`config.mk`:
```
export PLATFORM = sky130hd
export DESIGN_NAME = rv_regfile
export DESIGN_NICKNAME = d
export VERILOG_FILES = /design/src/rv_core_pkg.sv /design/src/rv_regfile.sv
export SDC_FILE = /design/constraint.sdc
export NUM_CORES = 2
export LEC_CHECK = 0
export BUFFER_PORTS_ARGS = -buffer_cell sky130_fd_sc_hd__buf_4
export CORE_MARGIN = 2
export CORE_UTILIZATION = 40
export CTS_BUF_LIST = sky130_fd_sc_hd__clkbuf_2
export CTS_CLUSTER_SIZE = 16
export DETAILED_ROUTE_END_ITERATION = 10
export HOLD_SLACK_MARGIN = 0.05
export SYNTH_ARGS = -nofsm -noshare
export SYNTH_HDL_FRONTEND = slang
export SYNTH_SLANG_ARGS = --single-unit
```
`constraint.sdc`:
```
create_clock -name clock -period 9.6 [get_ports clock]
set_input_delay 1.92 -clock clock [delete_from_list [all_inputs] [get_ports clock]]
set_output_delay 1.92 -clock clock [all_outputs]
set_load 0.01 [all_outputs]
```
`src/rv_core_test.hex`:
```
// One 32-bit RV32I instruction word per line, in address order from 0x00
// Trailing comments give the byte address and the assembly
000100b7 // 00 lui   x1, 0x10
ff008093 // 04 addi  x1, x1, -16       io port 0xfff0
02900113 // 08 addi  x2, x0, 0x29
00210133 // 0c add   x2, x2, x2        0x52
0020a023 // 10 sw    x2, 0(x1)         'R'
00410193 // 14 addi  x3, x2, 4         0x56
00300293 // 18 addi  x5, x0, 3         loop count
03000213 // 1c addi  x4, x0, 0x30
0030a023 // 20 sw    x3, 0(x1)         'V'
00120213 // 24 addi  x4, x4, 1         loop head
fff28293 // 28 addi  x5, x5, -1
fe029ce3 // 2c bne   x5, x0, 0x24
0040a023 // 30 sw    x4, 0(x1)         '3'
fff20313 // 34 addi  x6, x4, -1        0x32
10602023 // 38 sw    x6, 0x100(x0)
10002383 // 3c lw    x7, 0x100(x0)
03c0046f // 40 jal   x8, 0x7c          call
0070a023 // 44 sw    x7, 0(x1)         '2'
00100693 // 48 addi  x13, x0, 1
00569693 // 4c slli  x13, x13, 5       0x20
0090a023 // 50 sw    x9, 0(x1)         'I'
0064e593 // 54 ori   x11, x9, 6        0x4f
0045c613 // 58 xori  x12, x11, 4       0x4b
00d0a023 // 5c sw    x13, 0(x1)        ' '
00c5f7b3 // 60 and   x15, x11, x12     0x4b
00b63733 // 64 sltu  x14, x12, x11     1
00b0a023 // 68 sw    x11, 0(x1)        'O'
40e7d733 // 6c sra   x14, x15, x14
0007e833 // 70 or    x16, x15, x0
0100a023 // 74 sw    x16, 0(x1)        'K'
0000006f // 78 jal   x0, 0             self-loop
09200493 // 7c addi  x9, x0, 0x92      subroutine
0014d493 // 80 srli  x9, x9, 1         0x49
00040067 // 84 jalr  x0, 0(x8)         return

```
`src/rv_core_pkg.sv`:
```
/* Shared widths, encodings and decoded-instruction types of the dual-issue RV32I core
   Every RTL module of the core imports this package */
package rv_core_pkg;

  localparam int xlen = 32;

  typedef logic [xlen-1:0] word_t;
  typedef logic [4:0]      reg_addr_t;

  localparam int    imem_words  = 1024;
  localparam int    dmem_words  = 1024;
  localparam word_t io_out_addr = 32'h0000_fff0; // Byte output port
  localparam string imem_file   = "/design/src/rv_core_test.hex";

  typedef enum logic [6:0] {
    opc_op       = 7'b0110011,
    opc_op_imm   = 7'b0010011,
    opc_load     = 7'b0000011,
    opc_store    = 7'b0100011,
    opc_branch   = 7'b1100011,
    opc_lui      = 7'b0110111,
    opc_auipc    = 7'b0010111,
    opc_jal      = 7'b1101111,
    opc_jalr     = 7'b1100111,
    opc_system   = 7'b1110011,
    opc_misc_mem = 7'b0001111
  } opcode_t;

  // Encoded as {funct7[5], funct3}
  typedef enum logic [3:0] {
    alu_add  = 4'b0000,
    alu_sub  = 4'b1000,
    alu_sll  = 4'b0001,
    alu_slt  = 4'b0010,
    alu_sltu = 4'b0011,
    alu_xor  = 4'b0100,
    alu_srl  = 4'b0101,
    alu_sra  = 4'b1101,
    alu_or   = 4'b0110,
    alu_and  = 4'b0111
  } alu_op_t;

  typedef enum logic [1:0] {
    wb_alu  = 2'd0,
    wb_mem  = 2'd1,
    wb_link = 2'd2
  } wb_sel_t;

  typedef struct packed {
    reg_addr_t  rs1;
    reg_addr_t  rs2;
    reg_addr_t  rd;
    word_t      imm;
    alu_op_t    alu_op;
    logic [2:0] funct3;
    logic       op1_pc;    // Operand A is the lane pc
    logic       op2_imm;   // Operand B is the immediate
    logic       is_branch;
    logic       is_jump;
    logic       mem_read;
    logic       mem_write;
    logic       rf_wen;
    wb_sel_t    wb_sel;
  } decoded_t;

  typedef struct packed {
    word_t pc;
    word_t inst_a;      // Word at pc
    word_t inst_b;      // Word at pc + 4, zero when not issued
    logic  dual_issue;
  } fetch_pair_t;

  typedef struct packed {
    word_t alu_data;
    logic  taken;
    word_t target;      // alu_data with bit 0 cleared
  } lane_result_t;

endpackage
```
`src/rv_regfile.sv`:
```
/* 32 x 32-bit register file for both lanes
   Four combinational reads and two writes at the clock edge */
`timescale 1ns/100ps

module rv_regfile
  import rv_core_pkg::*;
(
  input  logic     clock,
  input  decoded_t dec_a,
  input  decoded_t dec_b,
  input  word_t    wdata_a,
  input  word_t    wdata_b,
  output word_t    rs1_a,
  output word_t    rs2_a,
  output word_t    rs1_b,
  output word_t    rs2_b
);

  word_t regs [32];

  assign rs1_a = (dec_a.rs1 == 5'd0) ? '0 : regs[dec_a.rs1]; // x0 reads zero
  assign rs2_a = (dec_a.rs2 == 5'd0) ? '0 : regs[dec_a.rs2];
  assign rs1_b = (dec_b.rs1 == 5'd0) ? '0 : regs[dec_b.rs1];
  assign rs2_b = (dec_b.rs2 == 5'd0) ? '0 : regs[dec_b.rs2];

  always_ff @(posedge clock) begin
    if (dec_a.rf_wen) begin
      regs[dec_a.rd] <= wdata_a;
    end
    if (dec_b.rf_wen) begin
      regs[dec_b.rd] <= wdata_b; // Later in program order
    end
  end

  a_no_dual_write: assert property (@(posedge clock)
    !(dec_a.rf_wen && dec_b.rf_wen && (dec_a.rd == dec_b.rd)));

endmodule

```
==> results.py <==
metrics = {
    "route": {
        "wirelength_um": 340900,
        "detail_route.first_pass.iterations": 6,
        "post-route-drc-count": 0,
        "drtIter0Drc": 10070,
        "ant_nets": 0,
        "vias_per_cell": 7.515,
        "num_vias": 58530,
        "routedWlPerCell_um": 43.77,
    },
    "global_route": {
        "grt_max_degree": 114,
        "overflow": 0,
        "antenna_found_initial": 23,
        "grt_pass1_vias": 57780,
        "grt_usage": 0.3386,
        "grt_pass1_wl_um": 464400,
    },
    "cts": {
        "numCtsBuffers": 307,
        "cts-root-buf": "clkbuf_2",
        "clk_pin_slew_ns": 0.09,
        "post_cts_buffers": 0,
        "clk_path_buf_depth": 4,
        "cts_num_sinks": 1024,
        "cts_resized": 0,
        "cts.hold.buffers_added": 0,
        "htree_levels": 5,
        "cts_tree": "yes",
    },
    "final_layout": {
        "syn_to_final_growth_pct": 7.175,
        "largestRegisters": "regs: 1024 flops",
        "nNetsFinal": 5262,
        "finish.instance_area_um2": 83000,
        "largest_register_ffs": 1024,
        "drive_gt1_frac": 0.5330,
        "instances_no_fill": 7789,
        "regMostFlops": "regs",
    },
    "synth": {
        "synth_edf_count": 1024,
        "ys_seq_area_frac": 0.3971,
        "syn_area_um2": 77440,
        "ys_top_cells_by_area": "edfxtp_1 40%, mux4_2 26%, mux2_2 14%",
        "yosysMostFrequentCell": "edfxtp_1",
        "yosysTopAreaCell": "edfxtp_1",
        "async_reset_ff_frac": 0,
        "yosysTopAreaCellShare": 0.3971,
        "synth_warnings": 0,
        "ys_ff_latch": 1024,
        "ys_top_cells_by_count": "1024 x edfxtp_1, 985 x mux2_2, 896 x mux4_2, 320 x clkbuf_1, 256 x mux2i_1",
        "syn_area_per_cell_um2": 15.20,
        "netlist_instances": 5095,
        "synth.distinct_cells": 42,
        "ys.flop_type": "edfxtp_1",
        "syn-num-nets": 5286,
    },
    "pwr": {
        "switchingPower_mw": 3.509,
        "power_density_nw_per_um2": 129.2,
        "swShare": 0.3273,
        "p_int_mw": 7.212,
        "pwr-share-comb": 0.214,
        "seq_power_share": 0.478,
        "ir_drop_uv": 143.0,
        "p_clk_frac": 0.308,
        "p_leak_nw": 26.82,
    },
    "sta": {
        "setup_ws_ns": 1.970,
        "period_needed_ns": 7.630,
        "fmax_ghz": 0.1311,
        "finalSetupViolCount": 0,
        "maxSlewViolCount": 0,
        "tns_ns": 0,
        "worst_pin_slew_ns": 1.392,
        "finalHoldViolCount": 0,
        "slew_headroom": 0.07217,
        "rsz0062_at_grt": "false",
        "finalCritPeriodShare": 0.7948,
        "timing.hold.ws_ns": 0.5817,
    },
    "placement": {
        "port_buffers": 224,
        "gp_congestion": 0.8888,
        "hpwlAfterDp_um": 185300,
        "post-place-cells": 7288,
        "placed_area_um2": 80550,
        "pre_cts_slack_ns": 2.083,
    },
    "floorplanning": {
        "start_util": 0.4025,
        "rows": 161,
        "die_w_um": 444.0,
        "ios": 319,
        "core_um2": 192400,
        "die_area_um2": 197100,
        "die_h_um": 444.0,
    },
    "run_status": {
        "status": "complete, no violations",
    },
    "critical_path": {
        "critPathCaptureType": "primary output",
        "path_class": "input port to primary output",
        "critPathArrivalTime_ns": 5.71,
        "critical_path.cell_chain": "buf_6 > buf_4 > nor2_4 > buf_4 > a221oi_1 > o21ai_1 > a311oi_1 > buf_4",
        "worstPathRequired_ns": 7.68,
        "cp-start-kind": "input port",
        "cpPeakStageDelay_ns": 0.96,
        "path_max_fanout": 28,
        "cp_slowest_cell": "a311oi_1",
        "cp_common_cell": "buf_4",
    },
    "job": {
        "max_cap_viol_count": 0,
    },
    "hold_path": {
        "hold_path_class": "input port to register",
    },
}
-- layer usage --
metal	GRT usage	wire length, um
met1	0.4111	115800
met2	0.5129	153400
met3	0.09480	42990
met4	0.2566	28670
met5	0.002930	112
-- cells by family (layout without fill, tap and decap cells) --
logic type             Yosys count  count (layout)  synth area share
AOI/OAI and AO/OA              760             760           0.07006
buffers and inverters          701             852           0.04891
and+or+nand+nor                306             306           0.02280
muxes                         2304            2304            0.4612
other                            0              17                 0
DFF                           1024            1024            0.3971
-- worst max-delay path: cells and delay by family --
family / cells / cell delay, ns
buffers and inverters: 4 / 1.83
and+or+nand+nor: 1 / 0.23
AOI/OAI and AO/OA: 3 / 1.50
-- final timing paths --
path / slack (ns) / start / to / cells after the start
worst max-delay path: 1.97 / dec_b[58] / rs1_b[4] / 8
worst min-delay path: 0.58 / wdata_a[16] / regs[12][16] / 2
-- final cells by class --
type | instances | area [um^2]
multi-input combinational | 3370 | 43610
sequential | 1024 | 30750
inverter | 4 | 25.02
clock inverter | 63 | 296.5
fill | 17240 | 109400
timing repair buffer | 364 | 3008
clock buffer | 421 | 2107
antenna | 17 | 42.54
tap | 2526 | 3161
-- placed cells by master (no fill, tap or decap), drive strengths merged, types with 16 or more instances in the layout --
| master | n |
|---|---|
| buf | 364 |
| o22ai | 16 |
| a221oi | 88 |
| mux2 | 1152 |
| a311oi | 128 |
| clkinv | 56 |
| diode | 17 |
| mux4 | 896 |
| nor2b | 136 |
| nor2 | 30 |
| nand2 | 98 |
| a211oi | 128 |
| edfxtp | 1024 |
| a22oi | 128 |
| o21ai | 232 |
| o2111ai | 40 |
| clkbuf | 421 |
| mux2i | 256 |
-- power by group through the flow --
| stage | Combinational (mW) | Sequential, mW | Clock [mW] |
|---|---|---|---|
| 6_report | 2.29 | 5.12 | 3.30 |
| 5_1_grt | 2.35 | 5.13 | 3.53 |
| 4_1_cts | 2.24 | 5.12 | 3.33 |
| 3_5_place_dp | 2.23 | 5.22 | 0 |
| 3_3_place_gp | 2.22 | 5.21 | 0 |
| 2_1_floorplan | 1.43 | 5.19 | 0 |
-- metrics by stage --
step | power (mW) | utilization
2_1_floorplan | 6.627 | -
3_3_place_gp | 7.426 | 0.4187
3_5_place_dp | 7.451 | 0.4187
4_1_cts | 10.69 | 0.4312
5_1_grt | 11.01 | 0.4313
6_report | 10.72 | 0.4314
(Power assumes the default switching activity.)
