### config.mk
export PLATFORM = sky130hd
export DESIGN_NAME = rv_decode
export DESIGN_NICKNAME = d
export VERILOG_FILES = /design/src/rv_core_pkg.sv /design/src/rv_decode.sv
export SDC_FILE = /design/constraint.sdc
export NUM_CORES = 1
export LEC_CHECK = 0
export ABC_AREA = 1
export BUFFER_PORTS_ARGS = -buffer_cell sky130_fd_sc_hd__buf_4
export CORE_MARGIN = 8
export CORE_UTILIZATION = 33
export DETAILED_ROUTE_END_ITERATION = 16
export PLACE_DENSITY = 0.86
export SLEW_MARGIN = 15
export SYNTH_ARGS = -nofsm -noshare
export SYNTH_HDL_FRONTEND = slang
export SYNTH_SLANG_ARGS = --single-unit
### constraint.sdc
create_clock -name vclk -period 1.2
set_input_delay 0.18 -clock vclk [all_inputs]
set_output_delay 0.18 -clock vclk [all_outputs]
set_load 0.1 [all_outputs]
### src/rv_core_test.hex
// One 32-bit RV32I instruction word per line, in address order from 0x00
// Trailing comments give the byte address and the assembly
000100b7 // 00 lui   x1, 0x10
ff008093 // 04 addi  x1, x1, -16       io port 0xfff0
02900113 // 08 addi  x2, x0, 0x29
00210133 // 0c add   x2, x2, x2        0x52
0020a023 // 10 sw    x2, 0(x1)         'R'
00410193 // 14 addi  x3, x2, 4         0x56
00300293 // 18 addi  x5, x0, 3         loop count
03000213 // 1c addi  x4, x0, 0x30
0030a023 // 20 sw    x3, 0(x1)         'V'
00120213 // 24 addi  x4, x4, 1         loop head
fff28293 // 28 addi  x5, x5, -1
fe029ce3 // 2c bne   x5, x0, 0x24
0040a023 // 30 sw    x4, 0(x1)         '3'
fff20313 // 34 addi  x6, x4, -1        0x32
10602023 // 38 sw    x6, 0x100(x0)
10002383 // 3c lw    x7, 0x100(x0)
03c0046f // 40 jal   x8, 0x7c          call
0070a023 // 44 sw    x7, 0(x1)         '2'
00100693 // 48 addi  x13, x0, 1
00569693 // 4c slli  x13, x13, 5       0x20
0090a023 // 50 sw    x9, 0(x1)         'I'
0064e593 // 54 ori   x11, x9, 6        0x4f
0045c613 // 58 xori  x12, x11, 4       0x4b
00d0a023 // 5c sw    x13, 0(x1)        ' '
00c5f7b3 // 60 and   x15, x11, x12     0x4b
00b63733 // 64 sltu  x14, x12, x11     1
00b0a023 // 68 sw    x11, 0(x1)        'O'
40e7d733 // 6c sra   x14, x15, x14
0007e833 // 70 or    x16, x15, x0
0100a023 // 74 sw    x16, 0(x1)        'K'
0000006f // 78 jal   x0, 0             self-loop
09200493 // 7c addi  x9, x0, 0x92      subroutine
0014d493 // 80 srli  x9, x9, 1         0x49
00040067 // 84 jalr  x0, 0(x8)         return

### src/rv_core_pkg.sv
/* Shared widths, encodings and decoded-instruction types of the dual-issue RV32I core
   Every RTL module of the core imports this package */
package rv_core_pkg;

  localparam int xlen = 32;

  typedef logic [xlen-1:0] word_t;
  typedef logic [4:0]      reg_addr_t;

  localparam int    imem_words  = 1024;
  localparam int    dmem_words  = 1024;
  localparam word_t io_out_addr = 32'h0000_fff0; // Byte output port
  localparam string imem_file   = "/design/src/rv_core_test.hex";

  typedef enum logic [6:0] {
    opc_op       = 7'b0110011,
    opc_op_imm   = 7'b0010011,
    opc_load     = 7'b0000011,
    opc_store    = 7'b0100011,
    opc_branch   = 7'b1100011,
    opc_lui      = 7'b0110111,
    opc_auipc    = 7'b0010111,
    opc_jal      = 7'b1101111,
    opc_jalr     = 7'b1100111,
    opc_system   = 7'b1110011,
    opc_misc_mem = 7'b0001111
  } opcode_t;

  // Encoded as {funct7[5], funct3}
  typedef enum logic [3:0] {
    alu_add  = 4'b0000,
    alu_sub  = 4'b1000,
    alu_sll  = 4'b0001,
    alu_slt  = 4'b0010,
    alu_sltu = 4'b0011,
    alu_xor  = 4'b0100,
    alu_srl  = 4'b0101,
    alu_sra  = 4'b1101,
    alu_or   = 4'b0110,
    alu_and  = 4'b0111
  } alu_op_t;

  typedef enum logic [1:0] {
    wb_alu  = 2'd0,
    wb_mem  = 2'd1,
    wb_link = 2'd2
  } wb_sel_t;

  typedef struct packed {
    reg_addr_t  rs1;
    reg_addr_t  rs2;
    reg_addr_t  rd;
    word_t      imm;
    alu_op_t    alu_op;
    logic [2:0] funct3;
    logic       op1_pc;    // Operand A is the lane pc
    logic       op2_imm;   // Operand B is the immediate
    logic       is_branch;
    logic       is_jump;
    logic       mem_read;
    logic       mem_write;
    logic       rf_wen;
    wb_sel_t    wb_sel;
  } decoded_t;

  typedef struct packed {
    word_t pc;
    word_t inst_a;      // Word at pc
    word_t inst_b;      // Word at pc + 4, zero when not issued
    logic  dual_issue;
  } fetch_pair_t;

  typedef struct packed {
    word_t alu_data;
    logic  taken;
    word_t target;      // alu_data with bit 0 cleared
  } lane_result_t;

endpackage
### src/rv_decode.sv
/* Decoder for one RV32I instruction word
   Instantiated once per lane, an unknown or zero word comes out as a no-op */
`timescale 1ns/100ps

module rv_decode
  import rv_core_pkg::*;
(
  input  word_t    inst,
  output decoded_t dec
);

  opcode_t    opc;
  logic [2:0] funct3;
  word_t      imm_i;
  word_t      imm_s;
  word_t      imm_b;
  word_t      imm_u;
  word_t      imm_j;

  assign opc    = opcode_t'(inst[6:0]);
  assign funct3 = inst[14:12];

  assign imm_i = {{20{inst[31]}}, inst[31:20]};
  assign imm_s = {{20{inst[31]}}, inst[31:25], inst[11:7]};
  assign imm_b = {{19{inst[31]}}, inst[31], inst[7], inst[30:25], inst[11:8], 1'b0};
  assign imm_u = {inst[31:12], 12'b0};
  assign imm_j = {{11{inst[31]}}, inst[31], inst[19:12], inst[20], inst[30:21], 1'b0};

  always_comb begin
    dec        = '0;
    dec.rs1    = inst[19:15];
    dec.rs2    = inst[24:20];
    dec.rd     = inst[11:7];
    dec.funct3 = funct3;
    dec.alu_op = alu_add;
    dec.wb_sel = wb_alu;
    case (opc)
      opc_op: begin
        dec.alu_op = alu_op_t'({inst[30], funct3});
        dec.rf_wen = 1'b1;
      end
      opc_op_imm: begin
        // Only the right shifts use bit 30 of the immediate
        dec.alu_op  = alu_op_t'({(funct3 == 3'b101) && inst[30], funct3});
        dec.imm     = imm_i;
        dec.op2_imm = 1'b1;
        dec.rf_wen  = 1'b1;
      end
      opc_load: begin
        dec.imm      = imm_i;
        dec.op2_imm  = 1'b1;
        dec.mem_read = 1'b1;
        dec.rf_wen   = 1'b1;
        dec.wb_sel   = wb_mem;
      end
      opc_store: begin
        dec.imm       = imm_s;
        dec.op2_imm   = 1'b1;
        dec.mem_write = 1'b1;
      end
      opc_branch: begin
        dec.imm       = imm_b;
        dec.op1_pc    = 1'b1; // ALU forms the target
        dec.op2_imm   = 1'b1;
        dec.is_branch = 1'b1;
      end
      opc_lui: begin
        dec.rs1     = '0;     // x0 + imm
        dec.imm     = imm_u;
        dec.op2_imm = 1'b1;
        dec.rf_wen  = 1'b1;
      end
      opc_auipc: begin
        dec.rs1     = '0;
        dec.imm     = imm_u;
        dec.op1_pc  = 1'b1;
        dec.op2_imm = 1'b1;
        dec.rf_wen  = 1'b1;
      end
      opc_jal: begin
        dec.rs1     = '0;
        dec.imm     = imm_j;
        dec.op1_pc  = 1'b1;
        dec.op2_imm = 1'b1;
        dec.is_jump = 1'b1;
        dec.rf_wen  = 1'b1;
        dec.wb_sel  = wb_link;
      end
      opc_jalr: begin
        dec.imm     = imm_i;
        dec.op2_imm = 1'b1;
        dec.is_jump = 1'b1;
        dec.rf_wen  = 1'b1;
        dec.wb_sel  = wb_link;
      end
      opc_system, opc_misc_mem: begin
        dec.rf_wen = 1'b0;    // ECALL, EBREAK and FENCE retire as no-ops
      end
      default: begin
        dec.rf_wen = 1'b0;
      end
    endcase
    if (dec.rd == 5'd0) begin
      dec.rf_wen = 1'b0;
    end
  end

endmodule

==> results of run 1 <==
metrics by stage:
step | std cells | instance area [sq um] | setup WS [ps] | TNS, ps
floorplan | 179 | 1540 | -435 | -8830
global placement | 322 | 2450 | -422 | -16950
cells by family after synthesis:
logic type,share of synthesized area (%)
AOI/OAI and AO/OA,4.97
buffers and inverters,29.4
and+or+nand+nor,65.7
cell usage after synthesis, drive strengths merged:
master  number  area share (%)
o21ai        6             3.4
buf         16              15
nand3       22              15
inv         34              14
nand2       65              32
nor2        31              17
a21boi       1            0.85
o22ai        1            0.71
nor3b        1            0.85
nand4        1            0.71
nor3         1            0.57
==> reports/qor.csv, run 1 <==
metric,value,unit
start_util,35.3,%
yosysSeqAreaShare,0,%
die_height,67.7,um
syn-instance-count,179,
hpwlAfterDp,5.98,mm
netlist_area,882,sq um
place_congestion,0.925,
error,[ERROR DPL-0033] detailed placement checks failed during check placement.,
syn_avg_cell_area,4.93,sq um
syn-num-nets,211,
io_pins,95,
yosys_warnings,0,
fp.dieW,67.7,um
port_buffers,95,
haltStage,detailed placement (3_5_place_dp),
rows,18,
outcome,aborted with a tool error,
synth_cell_types,18,
==> run 2: changes to the inputs <==
--- a/config.mk
+++ b/config.mk
@@ -7,10 +7,10 @@
 export LEC_CHECK = 0
 export ABC_AREA = 1
 export BUFFER_PORTS_ARGS = -buffer_cell sky130_fd_sc_hd__buf_4
-export CORE_MARGIN = 8
-export CORE_UTILIZATION = 33
+export CORE_AREA = 8 8 69 71
 export DETAILED_ROUTE_END_ITERATION = 16
-export PLACE_DENSITY = 0.86
+export DIE_AREA = 0 0 77 79
+export PLACE_DENSITY_LB_ADDON = 0.15
 export SLEW_MARGIN = 15
 export SYNTH_ARGS = -nofsm -noshare
 export SYNTH_HDL_FRONTEND = slang
==> constraint.sdc (replaced) <==
create_clock -name vclk -period 1.56
set_input_delay 0.234 -clock vclk [all_inputs]
set_output_delay 0.234 -clock vclk [all_outputs]
set_load 0.1 [all_outputs]
==> reports/qor.csv, run 2 <==
metric,value,unit,change
outcome,finished with violations,,
violations,negative setup slack,,
crit_slowest_cell,nor2_4,,
vias,1488,,
ant_nets,0,,
firstDrtPassIters,4,,
grt_pass1_vias,1589,,
holdPathStages,2,,
port_buffers,95,,unchanged
place_congestion,0.763,,-18%
vdd_drop_max,203,uV,
fillers,300,,
ff_latch_area,0,sq um,
finalCritPeriodShare,101,%,
totalWireLength,4.78,mm,
drtIter0Drc,20,,
syn-num-nets,211,,unchanged
yosysMostFrequentCell,nand2_1,,
seq_cell_count,0,,
num-nets-final,320,,
hpwlAfterDp,3.57,mm,-40%
yosysSeqAreaShare,0,%,unchanged
power_density,273,nW/um^2,
core_area,3800,sq um,
grt_pass1_wl,7.79,mm,
power,0.000750,W,
die_height,79,um,+17%
start_util,23.2,%,-12 points
fp.dieArea,6080,sq um,
synth_compound_area_share,4.96,%,unchanged
multi_input_area,1150,sq um,
hold_path_end,dec[50],,
maxCapViolCount,0,,
synth_cell_types,18,,unchanged
hold_violations,0,,
worst_pin_slew,386,ps,
path_common_cell,nor2_4,,
synth_xor_xnor_area_share,0,%,unchanged
synth.cells.most_frequent,"nand2_1 (57), inv_1 (32), nor2_1 (25)",,
rsz0062_at_grt,yes,,
finalSetupTns,-86.7,ps,
path_max_fanout,5,,
routedWlPerCell,14.2,um,
rows,23,,+5
drive_above_1_share,74.5,%,
worst-setup-path-type,input pin to output port,,
cp.arrival,1340,ps,
start_kind,input pin,,
finalNonFillerCells,336,,
place_inst,329,,
yosys.area_share.simple,65.7,%,unchanged
area_growth,211,%,
max_freq,0.635,GHz,
min_from,inst[9],,
ys_top_cells_by_area,"nand2_1 (24%), inv_1 (14%), nand3_1 (11%)",,
fp.dieW,77,um,+14%
netlist_area,882,sq um,unchanged
finalMaxSlewViolations,0,,
setup_ws,-15.7,ps,
layout_commonest_cell,buf_4,,
relSlewSlack,74.2,%,
grt_max_degree,13,,
vias_per_cell,4.43,,
finalSetupViolations,10,,
syn_avg_cell_area,4.93,sq um,unchanged
syn-instance-count,179,,unchanged
nClkBuffers,0,,
diodes,0,,
grt_usage,14.8,%,
drc_errors,0,,
min_period,1580,ps,
worstPathCellList,buf_12 > inv_12 > nand2_4 > nor2_4 > nand2_4 > nand2_8 > nor2_4 > buf_4 > nor2_4 > buf_12,,
yosys.area.top_type,nand2_1,,
hold_ws,810,ps,
required,1330,ps,
overflow,0,,
synth_top_area_share,24.3,%,unchanged
yosys_warnings,0,,unchanged
io_pins,95,,unchanged
synthMuxAreaShare,0,%,unchanged
cpPeakStageDelay,180,ps,
hold_class,input pin to output port,,
layout.cells.most_common_list,"buf_4 (74), buf_12 (33), inv_1 (27)",,
synth_top_family_by_area,simple AND/OR/NAND/NOR gates,,
worstSetupEndpointType,output port,,
antenna_found_initial,0,,
synth_fa_ha_area_share,0,%,unchanged
leakage,1.48,nW,
## run 2: cell counts after synthesis
No cell type changed its count.
## run 2: cells by family after synthesis
| logic type | count (synthesis) |
|---|---|
| AO/OA/AOI/OAI | 8 |
| buffers and inverters | 50 |
| AND/OR/NAND/NOR | 121 |
## run 2: repair_timing
action,CTS,global route
pin swaps,13,18
buffers inserted,2,4
hold buffers,0,0
setup endpoints to repair,43,39
gates cloned,1,1
gates resized for setup,130,22
## run 2: metrics by stage
step / area (sq um) / setup WS, ps / util [%]
3_3_place_gp: 2110 / -217 / 55.7
2_1_floorplan: 1290 / -225 / -
3_5_place_dp: 2110 / -247 / 55.7
4_1_cts: 2660 / -5.64 / 69.9
6_report: 2750 / -15.7 / 72.3
5_1_grt: 2750 / -63.7 / 72.3
## run 2: per-layer routing
layer  vias up  wire length [um]  track usage [%]
met1       673              1650             16.0
met4         0                15                0
li1        749                 -                -
met2        64              2670             29.7
met5         -                 0                0
met3         2               446             3.84
## run 2: report_power, final
group          switching [W]  internal, W
Sequential                 0            0
Clock                      0            0
Combinational       0.000519     0.000230
Total               0.000519     0.000230
## run 2: layout make-up
class,instances,area share [%]
Tap cell,50,2.28
Inverter,34,5.46
Multi-Input combinational cell,131,41.8
Timing Repair Buffer,121,50.4
## run 2: worst max-delay path by stage
stage,to,cells past startpoint,start
final,dec[22],10,inst[3]
after CTS,dec[20],10,inst[4]
after global placement,dec[27],9,inst[4]
after floorplan,dec[58],6,inst[1]
after global routing,dec[23],10,inst[3]
after detailed placement,dec[27],9,inst[4]
## run 2: worst max-delay path, delay by kind of cell
kind	cells	cell delay [ps]
AND/OR/NAND/NOR	6	600
buffers and inverters	4	490
(Power assumes the default switching activity.)
