<file path="config.mk">
export PLATFORM = sky130hd
export DESIGN_NAME = rv_execute
export DESIGN_NICKNAME = d
export VERILOG_FILES = /design/src/rv_core_pkg.sv /design/src/rv_execute.sv
export SDC_FILE = /design/constraint.sdc
export NUM_CORES = 1
export LEC_CHECK = 0
export BUFFER_PORTS_ARGS = -buffer_cell sky130_fd_sc_hd__buf_4
export CORE_MARGIN = 4
export CORE_UTILIZATION = 45
export DETAILED_ROUTE_END_ITERATION = 10
export PLACE_DENSITY_LB_ADDON = 0.2
export SYNTH_ARGS = -nofsm -noshare
export SYNTH_HDL_FRONTEND = slang
export SYNTH_SLANG_ARGS = --single-unit
</file>
<file path="constraint.sdc">
create_clock -name vclk -period 5.1
set_input_delay 0.255 -clock vclk [all_inputs]
set_output_delay 0.255 -clock vclk [all_outputs]
set_load 0.01 [all_outputs]
</file>
<file path="src/rv_core_test.hex">
// One 32-bit RV32I instruction word per line, in address order from 0x00
// Trailing comments give the byte address and the assembly
000100b7 // 00 lui   x1, 0x10
ff008093 // 04 addi  x1, x1, -16       io port 0xfff0
02900113 // 08 addi  x2, x0, 0x29
00210133 // 0c add   x2, x2, x2        0x52
0020a023 // 10 sw    x2, 0(x1)         'R'
00410193 // 14 addi  x3, x2, 4         0x56
00300293 // 18 addi  x5, x0, 3         loop count
03000213 // 1c addi  x4, x0, 0x30
0030a023 // 20 sw    x3, 0(x1)         'V'
00120213 // 24 addi  x4, x4, 1         loop head
fff28293 // 28 addi  x5, x5, -1
fe029ce3 // 2c bne   x5, x0, 0x24
0040a023 // 30 sw    x4, 0(x1)         '3'
fff20313 // 34 addi  x6, x4, -1        0x32
10602023 // 38 sw    x6, 0x100(x0)
10002383 // 3c lw    x7, 0x100(x0)
03c0046f // 40 jal   x8, 0x7c          call
0070a023 // 44 sw    x7, 0(x1)         '2'
00100693 // 48 addi  x13, x0, 1
00569693 // 4c slli  x13, x13, 5       0x20
0090a023 // 50 sw    x9, 0(x1)         'I'
0064e593 // 54 ori   x11, x9, 6        0x4f
0045c613 // 58 xori  x12, x11, 4       0x4b
00d0a023 // 5c sw    x13, 0(x1)        ' '
00c5f7b3 // 60 and   x15, x11, x12     0x4b
00b63733 // 64 sltu  x14, x12, x11     1
00b0a023 // 68 sw    x11, 0(x1)        'O'
40e7d733 // 6c sra   x14, x15, x14
0007e833 // 70 or    x16, x15, x0
0100a023 // 74 sw    x16, 0(x1)        'K'
0000006f // 78 jal   x0, 0             self-loop
09200493 // 7c addi  x9, x0, 0x92      subroutine
0014d493 // 80 srli  x9, x9, 1         0x49
00040067 // 84 jalr  x0, 0(x8)         return

</file>
<file path="src/rv_core_pkg.sv">
/* Shared widths, encodings and decoded-instruction types of the dual-issue RV32I core
   Every RTL module of the core imports this package */
package rv_core_pkg;

  localparam int xlen = 32;

  typedef logic [xlen-1:0] word_t;
  typedef logic [4:0]      reg_addr_t;

  localparam int    imem_words  = 1024;
  localparam int    dmem_words  = 1024;
  localparam word_t io_out_addr = 32'h0000_fff0; // Byte output port
  localparam string imem_file   = "/design/src/rv_core_test.hex";

  typedef enum logic [6:0] {
    opc_op       = 7'b0110011,
    opc_op_imm   = 7'b0010011,
    opc_load     = 7'b0000011,
    opc_store    = 7'b0100011,
    opc_branch   = 7'b1100011,
    opc_lui      = 7'b0110111,
    opc_auipc    = 7'b0010111,
    opc_jal      = 7'b1101111,
    opc_jalr     = 7'b1100111,
    opc_system   = 7'b1110011,
    opc_misc_mem = 7'b0001111
  } opcode_t;

  // Encoded as {funct7[5], funct3}
  typedef enum logic [3:0] {
    alu_add  = 4'b0000,
    alu_sub  = 4'b1000,
    alu_sll  = 4'b0001,
    alu_slt  = 4'b0010,
    alu_sltu = 4'b0011,
    alu_xor  = 4'b0100,
    alu_srl  = 4'b0101,
    alu_sra  = 4'b1101,
    alu_or   = 4'b0110,
    alu_and  = 4'b0111
  } alu_op_t;

  typedef enum logic [1:0] {
    wb_alu  = 2'd0,
    wb_mem  = 2'd1,
    wb_link = 2'd2
  } wb_sel_t;

  typedef struct packed {
    reg_addr_t  rs1;
    reg_addr_t  rs2;
    reg_addr_t  rd;
    word_t      imm;
    alu_op_t    alu_op;
    logic [2:0] funct3;
    logic       op1_pc;    // Operand A is the lane pc
    logic       op2_imm;   // Operand B is the immediate
    logic       is_branch;
    logic       is_jump;
    logic       mem_read;
    logic       mem_write;
    logic       rf_wen;
    wb_sel_t    wb_sel;
  } decoded_t;

  typedef struct packed {
    word_t pc;
    word_t inst_a;      // Word at pc
    word_t inst_b;      // Word at pc + 4, zero when not issued
    logic  dual_issue;
  } fetch_pair_t;

  typedef struct packed {
    word_t alu_data;
    logic  taken;
    word_t target;      // alu_data with bit 0 cleared
  } lane_result_t;

endpackage
</file>
<file path="src/rv_execute.sv">
/* Execute stage of one lane
   Operand select, ALU and branch resolution, all combinational */
`timescale 1ns/100ps

module rv_execute
  import rv_core_pkg::*;
(
  input  decoded_t     dec,
  input  word_t        pc,
  input  word_t        rs1,
  input  word_t        rs2,
  output lane_result_t result
);

  word_t op_a;
  word_t op_b;
  word_t alu_y;
  logic  cond;

  assign op_a = dec.op1_pc  ? pc      : rs1;
  assign op_b = dec.op2_imm ? dec.imm : rs2;

  always_comb begin
    case (dec.alu_op)
      alu_add:  alu_y = op_a + op_b;
      alu_sub:  alu_y = op_a - op_b;
      alu_sll:  alu_y = op_a << op_b[4:0];
      alu_slt:  alu_y = {31'b0, $signed(op_a) < $signed(op_b)};
      alu_sltu: alu_y = {31'b0, op_a < op_b};
      alu_xor:  alu_y = op_a ^ op_b;
      alu_srl:  alu_y = op_a >> op_b[4:0];
      alu_sra:  alu_y = $signed(op_a) >>> op_b[4:0];
      alu_or:   alu_y = op_a | op_b;
      alu_and:  alu_y = op_a & op_b;
      default:  alu_y = '0;
    endcase
  end

  // Branch condition compares the raw registers
  always_comb begin
    case (dec.funct3)
      3'b000:  cond = rs1 == rs2;
      3'b001:  cond = rs1 != rs2;
      3'b100:  cond = $signed(rs1) < $signed(rs2);
      3'b101:  cond = $signed(rs1) >= $signed(rs2);
      3'b110:  cond = rs1 < rs2;
      3'b111:  cond = rs1 >= rs2;
      default: cond = 1'b0;
    endcase
  end

  assign result.alu_data = alu_y;
  assign result.taken    = dec.is_jump || (dec.is_branch && cond);
  assign result.target   = {alu_y[xlen-1:1], 1'b0};

endmodule

</file>
==> flow_metrics.tcl, run 1 <==
set metrics [dict create \
    outcome "completed" \
    fp-row-count 56 \
    timing.final.hold_violations 0 \
    dieArea_mm2 0.02639 \
    grt_overflow_total 0 \
    grt_max_degree 63 \
    cp-endpoint "result[31]" \
    fin_ws_ps 231.9 \
    die_h_um 162.5 \
    p_sw_uw 1188 \
    final_cells 2044 \
    hp-class "in -> out" \
    syn_to_final_growth_pct 14.45 \
    leakagePower_uw 0.005739 \
    gp_congestion 1.030 \
    dr.pass1.iters 7 \
    antenna_found_initial 2 \
    fill_cells 2438 \
    fmax_mhz 205.4 \
    yosysWarnings 0 \
    ys_seq_area_share_pct 0 \
    power.internal_uw 738.5 \
    setup_tns_ps 0 \
    setup_violations 0 \
    power_frac_seq_pct 0 \
    start_util_pct 45.74 \
    drtAntennaViolNets 0 \
    cts_setup_buffers 0 \
    fin_nets 2017 \
    clock_buffers 0 \
    yosysUniqueCellTypes 95 \
    critical_path_class "in -> out" \
    cts_resized 0 \
    dp_slack_ps 451.9 \
    peakVddDrop_uv 101.8 \
    drc 0 \
    post_drt_wl_per_cell_um 24.98 \
    relSlewSlack_pct 29.37 \
    arrival_ps 4610 \
    period_minus_slack_ps 4868 \
    grt_pass1_vias 12431 \
    required_ps 4850 \
    end_kind "primary output" \
    diodes 0 \
    powerDensity_mw_per_mm2 156.8 \
    rsz0062_at_grt "no" \
    cts_hold_buf 0 \
    period_share_pct 95.45 \
    maxCapViolations 0 \
    post-place-cells 2044 \
    seq_cells 0 \
    clkPwrFrac_pct 0 \
    die_w_um 162.5 \
    final_common_cell "buf_4" \
    vias 13329 \
    grt_pass1_wl_mm 76.34 \
    drt-initial-drc-count 1765 \
    worstMarginPinSlew_ps 1059 \
    wl_mm 51.06 \
    regArea_um2 0 \
    port_buffers 203 \
    syn_inst 1621 \
    drive_gt1_share_pct 18.72 \
    cp-start-kind "input port" \
    synth_nets 1911 \
    via_per_inst 6.521 \
    core_mm2 0.02347 \
    switching_share_pct 61.67 \
    layout_common_cells "buf_4 (252), nor2_1 (167), nand2_1 (165)" \
    track_usage_pct 36.96 \
    crit_fanout 31 \
    syn-mean-instance-area_um2 6.623 \
    p_comb_share_pct 100.0 \
    timing.final.max_slew_violations 0 \
    hpwl_mm 41.26 \
    netlist_area_mm2 0.01074 \
    cp-startpoint "dec[8]" \
    ios 224 \
]
-- per-layer routing --
layer	track usage (%)	up-vias	wire length, µm
met3	6.910	139	5638
met2	55.08	866	21230
li1	-	6113	-
met1	51.94	6209	21240
met5	0	-	13
met4	15.80	2	2938
-- power by group through the flow --
stage	Clock [µW]	Sequential [µW]	Combinational [µW]
after floorplan	0	0	1240
after global placement	0	0	1850
after detailed placement	0	0	1860
after CTS	0	0	1870
after global routing	0	0	2060
final	0	0	1930
-- cell type report --
type	instances	area (µm²)	area share, %
Multi-Input combinational cell	1341	9465	77.04
Timing Repair Buffer	254	1932	15.72
Inverter	130	490.5	3.992
Tap cell	319	399.1	3.248
-- worst min path at each step --
stage	from	end	slack [ps]	cells after the start
final	dec[5]	result[32]	780	3
after global placement	dec[5]	result[32]	780	3
after CTS	dec[5]	result[32]	780	3
after floorplan	dec[5]	result[32]	610	1
after global routing	dec[5]	result[32]	790	3
after detailed placement	dec[5]	result[32]	770	3
-- per-stage QoR --
step / cell area (µm²) / hold slack, ps / utilization, % / total power (µW)
3_5_place_dp: 12290 / 773.7 / 52.35 / 1859
6_report: 12290 / 776.5 / 52.35 / 1927
2_1_floorplan: 10740 / 612.7 / - / 1240
5_1_grt: 12290 / 791.4 / 52.35 / 2061
3_3_place_gp: 12290 / 776.2 / 52.35 / 1849
4_1_cts: 12290 / 776.4 / 52.35 / 1867
-- critical path: stages --
cell	delay [ps]
buf_4	130
buf_12	180
mux2_2	410
inv_1	80
ha_1	480
inv_1	170
nor4_1	720
o211ai_1	340
a31oi_1	270
buf_4	170
a211oi_1	140
o21ai_0	200
buf_4	160
nand4_1	130
nor4bb_1	190
o32ai_1	340
buf_4	200
-- cell families after synthesis --
| family | share of synthesized area, % |
|---|---|
| AOI/OAI and AO/OA | 34.97 |
| and+or+nand+nor | 20.71 |
| buffers and inverters | 12.00 |
| muxes | 15.98 |
| adders and majority gates | 15.41 |
| xor gates and xnor gates | 0.8974 |
| other | 0.03493 |
-- synth_stat cells, drive strengths merged (4+ instances only) --
| cell | number | share of area, % |
|---|---|---|
| o32ai | 6 | 0.49 |
| mux4 | 7 | 1.5 |
| and2 | 7 | 0.41 |
| a21oi | 135 | 6.3 |
| a32oi | 4 | 0.33 |
| nor3 | 34 | 1.6 |
| ha | 129 | 15 |
| nand3 | 35 | 1.6 |
| o311a | 4 | 0.37 |
| o31ai | 11 | 0.77 |
| o22ai | 16 | 0.93 |
| o211ai | 44 | 3.2 |
| o21bai | 15 | 1.1 |
| nand2b | 15 | 0.87 |
| a22oi | 12 | 0.89 |
| o221ai | 15 | 1.2 |
| mux2 | 20 | 2.2 |
| a211oi | 28 | 2.0 |
| and3 | 8 | 0.47 |
| nor4 | 8 | 0.47 |
| nand2 | 165 | 5.8 |
| a2111oi | 7 | 0.92 |
| a21o | 21 | 1.5 |
| a221oi | 24 | 2.0 |
| o2111ai | 4 | 0.33 |
| o21a | 38 | 2.7 |
| o21ai | 105 | 4.9 |
| inv | 130 | 4.6 |
| clkbuf | 77 | 2.7 |
| a211o | 5 | 0.41 |
| buf | 73 | 4.7 |
| a31oi | 20 | 1.2 |
| or3 | 7 | 0.41 |
| nor2 | 167 | 5.8 |
| nor2b | 9 | 0.52 |
| or2 | 4 | 0.23 |
| mux2i | 124 | 12 |
| o311ai | 4 | 0.33 |
| a221o | 5 | 0.47 |
| nand4 | 11 | 0.64 |
| xnor2 | 10 | 0.82 |
Power figures use the tool's default switching activity.
==> inputs of run 2 (changes only) <==
--- a/config.mk
+++ b/config.mk
@@ -5,11 +5,13 @@
 export SDC_FILE = /design/constraint.sdc
 export NUM_CORES = 1
 export LEC_CHECK = 0
+export ABC_AREA = 1
 export BUFFER_PORTS_ARGS = -buffer_cell sky130_fd_sc_hd__buf_4
 export CORE_MARGIN = 4
 export CORE_UTILIZATION = 45
 export DETAILED_ROUTE_END_ITERATION = 10
 export PLACE_DENSITY_LB_ADDON = 0.2
+export REMOVE_ABC_BUFFERS = 1
 export SYNTH_ARGS = -nofsm -noshare
 export SYNTH_HDL_FRONTEND = slang
 export SYNTH_SLANG_ARGS = --single-unit
==> flow_metrics.tcl, run 2 <==
set metrics [dict create \
    setup_tns_ps 0 \
    required_ps 4850 \
    die_h_um 166.8 \
    clock_buffers 0 \
    drt-initial-drc-count 1793 \
    syn_to_final_growth_pct 11.91 \
    syn_inst 2272 \
    post_drt_wl_per_cell_um 19.93 \
    maxCapViolations 0 \
    seq_cells 0 \
    critical_path_class "in -> out" \
    final_common_cell "nand2_1" \
    p_comb_share_pct 100.0 \
    antenna_found_initial 1 \
    setup_violations 0 \
    hpwl_mm 44.86 \
    fill_cells 2818 \
    dr.pass1.iters 6 \
    powerDensity_mw_per_mm2 141.1 \
    grt_pass1_wl_mm 80.27 \
    ys_seq_area_share_pct 0 \
    post-route-util_pct 51.74 \
    grt.busiest_layer "met2" \
    cts_hold_buf 0 \
    drive_gt1_share_pct 10.85 \
    met1_usage_pct 47.24 \
    diodes 0 \
    peakVddDrop_uv 59.21 \
    relSlewSlack_pct 22.93 \
    via_per_inst 5.835 \
    crit_fanout 64 \
    grt_pass1_vias 14406 \
    end_kind "primary output" \
    core_mm2 0.02453 \
    cp-start-kind "input port" \
    yosysWarnings 0 \
    switching_share_pct 68.08 \
    layout_common_cells "nand2_1 (739), inv_1 (324), buf_4 (220)" \
    gp_congestion 1.009 \
    grt_overflow_total 0 \
    port_buffers 203 \
    grtUsageMet3_pct 6.091 \
    p_sw_uw 1219 \
    die_w_um 166.8 \
    outcome "completed" \
    netlist_area_mm2 0.01134 \
    yosysMostFrequentCell "nand2_1" \
    hp-class "in -> out" \
    yosysTopAreaCellShare_pct 24.45 \
    power.internal_uw 571.6 \
    vias 15707 \
    grt_max_degree 79 \
    timing.final.max_slew_violations 0 \
    rsz0062_at_grt "no" \
    yosys-top-cells-area "nand2_1 (24%), ha_1 (14%), inv_1 (11%), nand3_1 (9.3%), o21ai_0 (6.2%)" \
    clkPwrFrac_pct 0 \
    drc 0 \
    ys_top_cells_by_count "nand2_1 (739), inv_1 (324), nand3_1 (210), nor2_1 (179), o21ai_0 (141)" \
    track_usage_pct 35.94 \
    start_util_pct 46.24 \
    ios 224 \
    gr-usage-met2_pct 58.39 \
    yosysTopAreaCell "nand2_1" \
    worstMarginPinSlew_ps 1144 \
    power_frac_seq_pct 0 \
    wl_mm 53.66 \
    dieArea_mm2 0.02781 \
    arrival_ps 4020 \
    cts_resized 0 \
    cts_setup_buffers 0 \
    yosysUniqueCellTypes 53 \
    period_share_pct 83.85 \
    syn-mean-instance-area_um2 4.993 \
    drtAntennaViolNets 0 \
    fin_nets 2660 \
    leakagePower_uw 0.007199 \
    regArea_um2 0 \
    period_minus_slack_ps 4276 \
    fp-row-count 57 \
    timing.final.hold_violations 0 \
    fmax_mhz 233.9 \
]
## run 2: cell types whose count changed after synthesis, moves of 19 or more
cell and delta:
o21a_1 -31, o21ai_0 +43, o21ai_1 +67, nand3_1 +175, clkbuf_1 -40, a211oi_1 -23
inv_1 +198, nand2_1 +574, mux2i_1 -110, a221oi_1 -19, o211ai_1 -23
## run 2: cell families after synthesis
| group | Yosys count | synth area share, % |
|---|---|---|
| AO/OA/AOI/OAI | 460 | 23.14 |
| multiplexers | 3 | 0.2647 |
| AND/OR/NAND/NOR | 1215 | 44.45 |
| adder cells (fa/ha/maj) | 131 | 14.58 |
| other | 1 | 0.03306 |
| XOR/XNOR | 2 | 0.1545 |
| buffers and inverters | 460 | 17.37 |
## run 2: critical path, stage by stage
cell     delay (ps)
buf_4           510
nand2_1         100
o21ai_1         320
inv_1           100
ha_1            360
inv_2           100
o21ai_0         400
inv_1           150
o21ai_0         390
nand2_1         130
nand2_1         150
nand2_1          60
nand3_1          70
nand4_1         100
nor2_1          420
nand3_1         190
buf_4           180
## run 2: power groups by stage
stage | logic, µW | registers (µW) | clock network [µW]
after floorplan | 1060 | 0 | 0
after global placement | 1720 | 0 | 0
after detailed placement | 1740 | 0 | 0
after CTS | 1740 | 0 | 0
after global routing | 1950 | 0 | 0
final | 1790 | 0 | 0
## run 2: final timing paths
path,from,to,slack (ps),cells after the start
max,dec[8],result[42],820,17
min,dec[5],result[32],770,4
## run 2: final cells by class
cell class	count	area, µm²	area share (%)
multi-input cells	1812	9376	73.86
repair buffers	220	1652	13.01
inverters	336	1261	9.935
well taps	324	405.4	3.193
## run 2: metrics by stage
stage / hold slack [ps] / power [µW] / setup slack, ps / cell area [µm²] / instances
finish: 767.8 / 1791 / 823.8 / 12690 / 2692
global route: 800.6 / 1952 / 580.4 / 12690 / 2692
CTS: 768.8 / 1744 / 933.1 / 12690 / 2692
detailed placement: 768.8 / 1737 / 930.9 / 12690 / 2692
global placement: 767.8 / 1719 / 1007 / 12690 / 2692
floorplan: 618.6 / 1062 / 432.6 / 10630 / 2148
## run 2: layer usage
metal / vias up / part of all wire [%]
li1: 7547 / -
met1: 7082 / 40
met2: 920 / 44
met3: 156 / 11
met4: 2 / 5.2
met5: - / 0.032
==> inputs of run 3 (changes only) <==
--- a/config.mk
+++ b/config.mk
@@ -5,7 +5,7 @@
 export SDC_FILE = /design/constraint.sdc
 export NUM_CORES = 1
 export LEC_CHECK = 0
-export ABC_AREA = 1
+export ABC_AREA = 0
 export BUFFER_PORTS_ARGS = -buffer_cell sky130_fd_sc_hd__buf_4
 export CORE_MARGIN = 4
 export CORE_UTILIZATION = 45
==> constraint.sdc (replaced) <==
create_clock -name vclk -period 3.88
set_input_delay 0.194 -clock vclk [all_inputs]
set_output_delay 0.194 -clock vclk [all_outputs]
set_load 0.01 [all_outputs]
==> flow_metrics.tcl, run 3 (synthesis results as in run 1) <==
set metrics [dict create \
    outcome "finished, violations left" \
    failed_checks "setup timing" \
    drt-initial-drc-count 1628 \
    drc 0 \
    syn_to_final_growth_pct 37.74 \
    min_to "result[32]" \
    start_util_pct 45.74 \
    port_buffers 203 \
    die_w_um 162.5 \
    multi_input_area_mm2 0.009927 \
    worstMarginPinSlew_ps 796.1 \
    holdPathStages 3 \
    dpl-instance-area_mm2 0.01402 \
    relSlewSlack_pct 46.37 \
    gp_congestion 1.038 \
    grt_overflow_total 0 \
    grt_max_degree 63 \
    cts_hold_buf 0 \
    worstHoldStart "dec[5]" \
    post-place-cells 2272 \
    final_common_cell "buf_4" \
    diodes 0 \
    grt_pass1_vias 13347 \
    post_drt_wl_per_cell_um 22.60 \
    cp-start-kind "input port" \
    track_usage_pct 36.65 \
    period_minus_slack_ps 3891 \
    required_ps 3690 \
    drtAntennaViolNets 0 \
    seq_cells 0 \
    hold_ws_ps 651.0 \
    antenna_found_initial 0 \
    maxCapViolations 0 \
    met1_usage_pct 51.18 \
    critical_path_class "in -> out" \
    period_share_pct 100.3 \
    final_area_mm2 0.01479 \
    fill_cells 2267 \
    grtUsageMet3_pct 4.809 \
    gr-usage-met2_pct 58.96 \
    hpwl_mm 41.27 \
    core_mm2 0.02347 \
    fin_ws_ps -11.35 \
    fp-row-count 56 \
    grt.busiest_layer "met2" \
    rsz0062_at_grt "yes" \
    peakVddDrop_uv 116.3 \
    powerDensity_mw_per_mm2 204.1 \
    dr.pass1.iters 5 \
    hp-class "in -> out" \
    layout_common_cells "buf_4 (487), nand2_1 (165), nor2_1 (165)" \
    grt_pass1_wl_mm 77.01 \
    fmax_mhz 257.0 \
    wl_mm 51.89 \
    vias 14139 \
    timing.final.max_slew_violations 0 \
    ios 224 \
    fin_nets 2269 \
    arrival_ps 3700 \
    regArea_um2 0 \
    leakagePower_uw 0.007068 \
    dieArea_mm2 0.02639 \
    drive_gt1_share_pct 32.27 \
    die_h_um 162.5 \
    via_per_inst 6.158 \
    timing.final.hold_violations 0 \
    end_kind "primary output" \
    crit_fanout 6 \
    clock_buffers 0 \
    setup_violations 2 \
    final_cells 2296 \
]
[run 3: changes by cell type in the layout (fill, tap and decap cells not counted), moves of 16 or more]
| cell | change |
|---|---|
| nand3_1 | -177 |
| mux2i_1 | +102 |
| nand2_1 | -574 |
| o21ai_0 | -52 |
| a211oi_1 | +18 |
| o21a_1 | +31 |
| inv_1 | -202 |
| buf_4 | +267 |
| a21o_1 | +16 |
| o211ai_1 | +23 |
| o21ai_1 | -61 |
| a31oi_1 | +17 |
[run 3: power by group]
group          switching, µW  internal, µW  total (µW)
clock network              0             0           0
logic                   1660          1360        3020
registers                  0             0           0
[run 3: repair_timing]
item / CTS / global route
hold endpoints to repair: 0 / 0
gates resized for setup: 45 / 67
pin swaps: 15 / 30
setup buffers: 9 / 14
cloned: 0 / 1
endpoints found under the setup margin: 29 / 33
[run 3: final cells by class]
cell class         count  share of cell area, %
multi-input cells   1341                  67.13
repair buffers       506                  26.85
inverters            130                  3.317
well taps            319                  2.699
[run 3: stage by stage]
step | TNS [ps] | setup slack (ps) | util (%) | total power [µW]
global placement | -3656 | -270.4 | 59.74 | 2744
CTS | -17.67 | -9.305 | 61.00 | 2839
detailed placement | -5536 | -333.9 | 59.74 | 2759
finish | -22.18 | -11.35 | 63.00 | 3018
global route | -946.4 | -119.4 | 63.00 | 3227
floorplan | -103180 | -2325 | - | 1481
[run 3: per-layer routing]
layer	up-vias	share of wire, %
met2	711	45
li1	6618	-
met1	6697	42
met3	113	9.0
met5	-	0
met4	0	3.7
[run 3: how the worst max path moves through the flow]
stage                     cells past startpoint          to  startpoint  slack, ps
after global routing                         15  result[60]      dec[8]       -120
after detailed placement                     17  result[26]      dec[8]       -330
after floorplan                              12  result[17]      dec[7]      -2320
after CTS                                    15  result[60]      dec[8]         -9
final                                        15  result[60]      dec[8]        -10
after global placement                       17  result[31]      dec[8]       -270
[run 3: critical path: stages]
cell,delay [ps]
buf_12,110
buf_12,160
buf_12,160
mux2i_4,270
ha_4,240
or4_4,550
buf_6,140
o211ai_2,150
o21bai_4,180
a211oi_2,100
a211o_1,370
o41ai_2,270
mux2i_1,120
or4b_4,500
buf_4,160
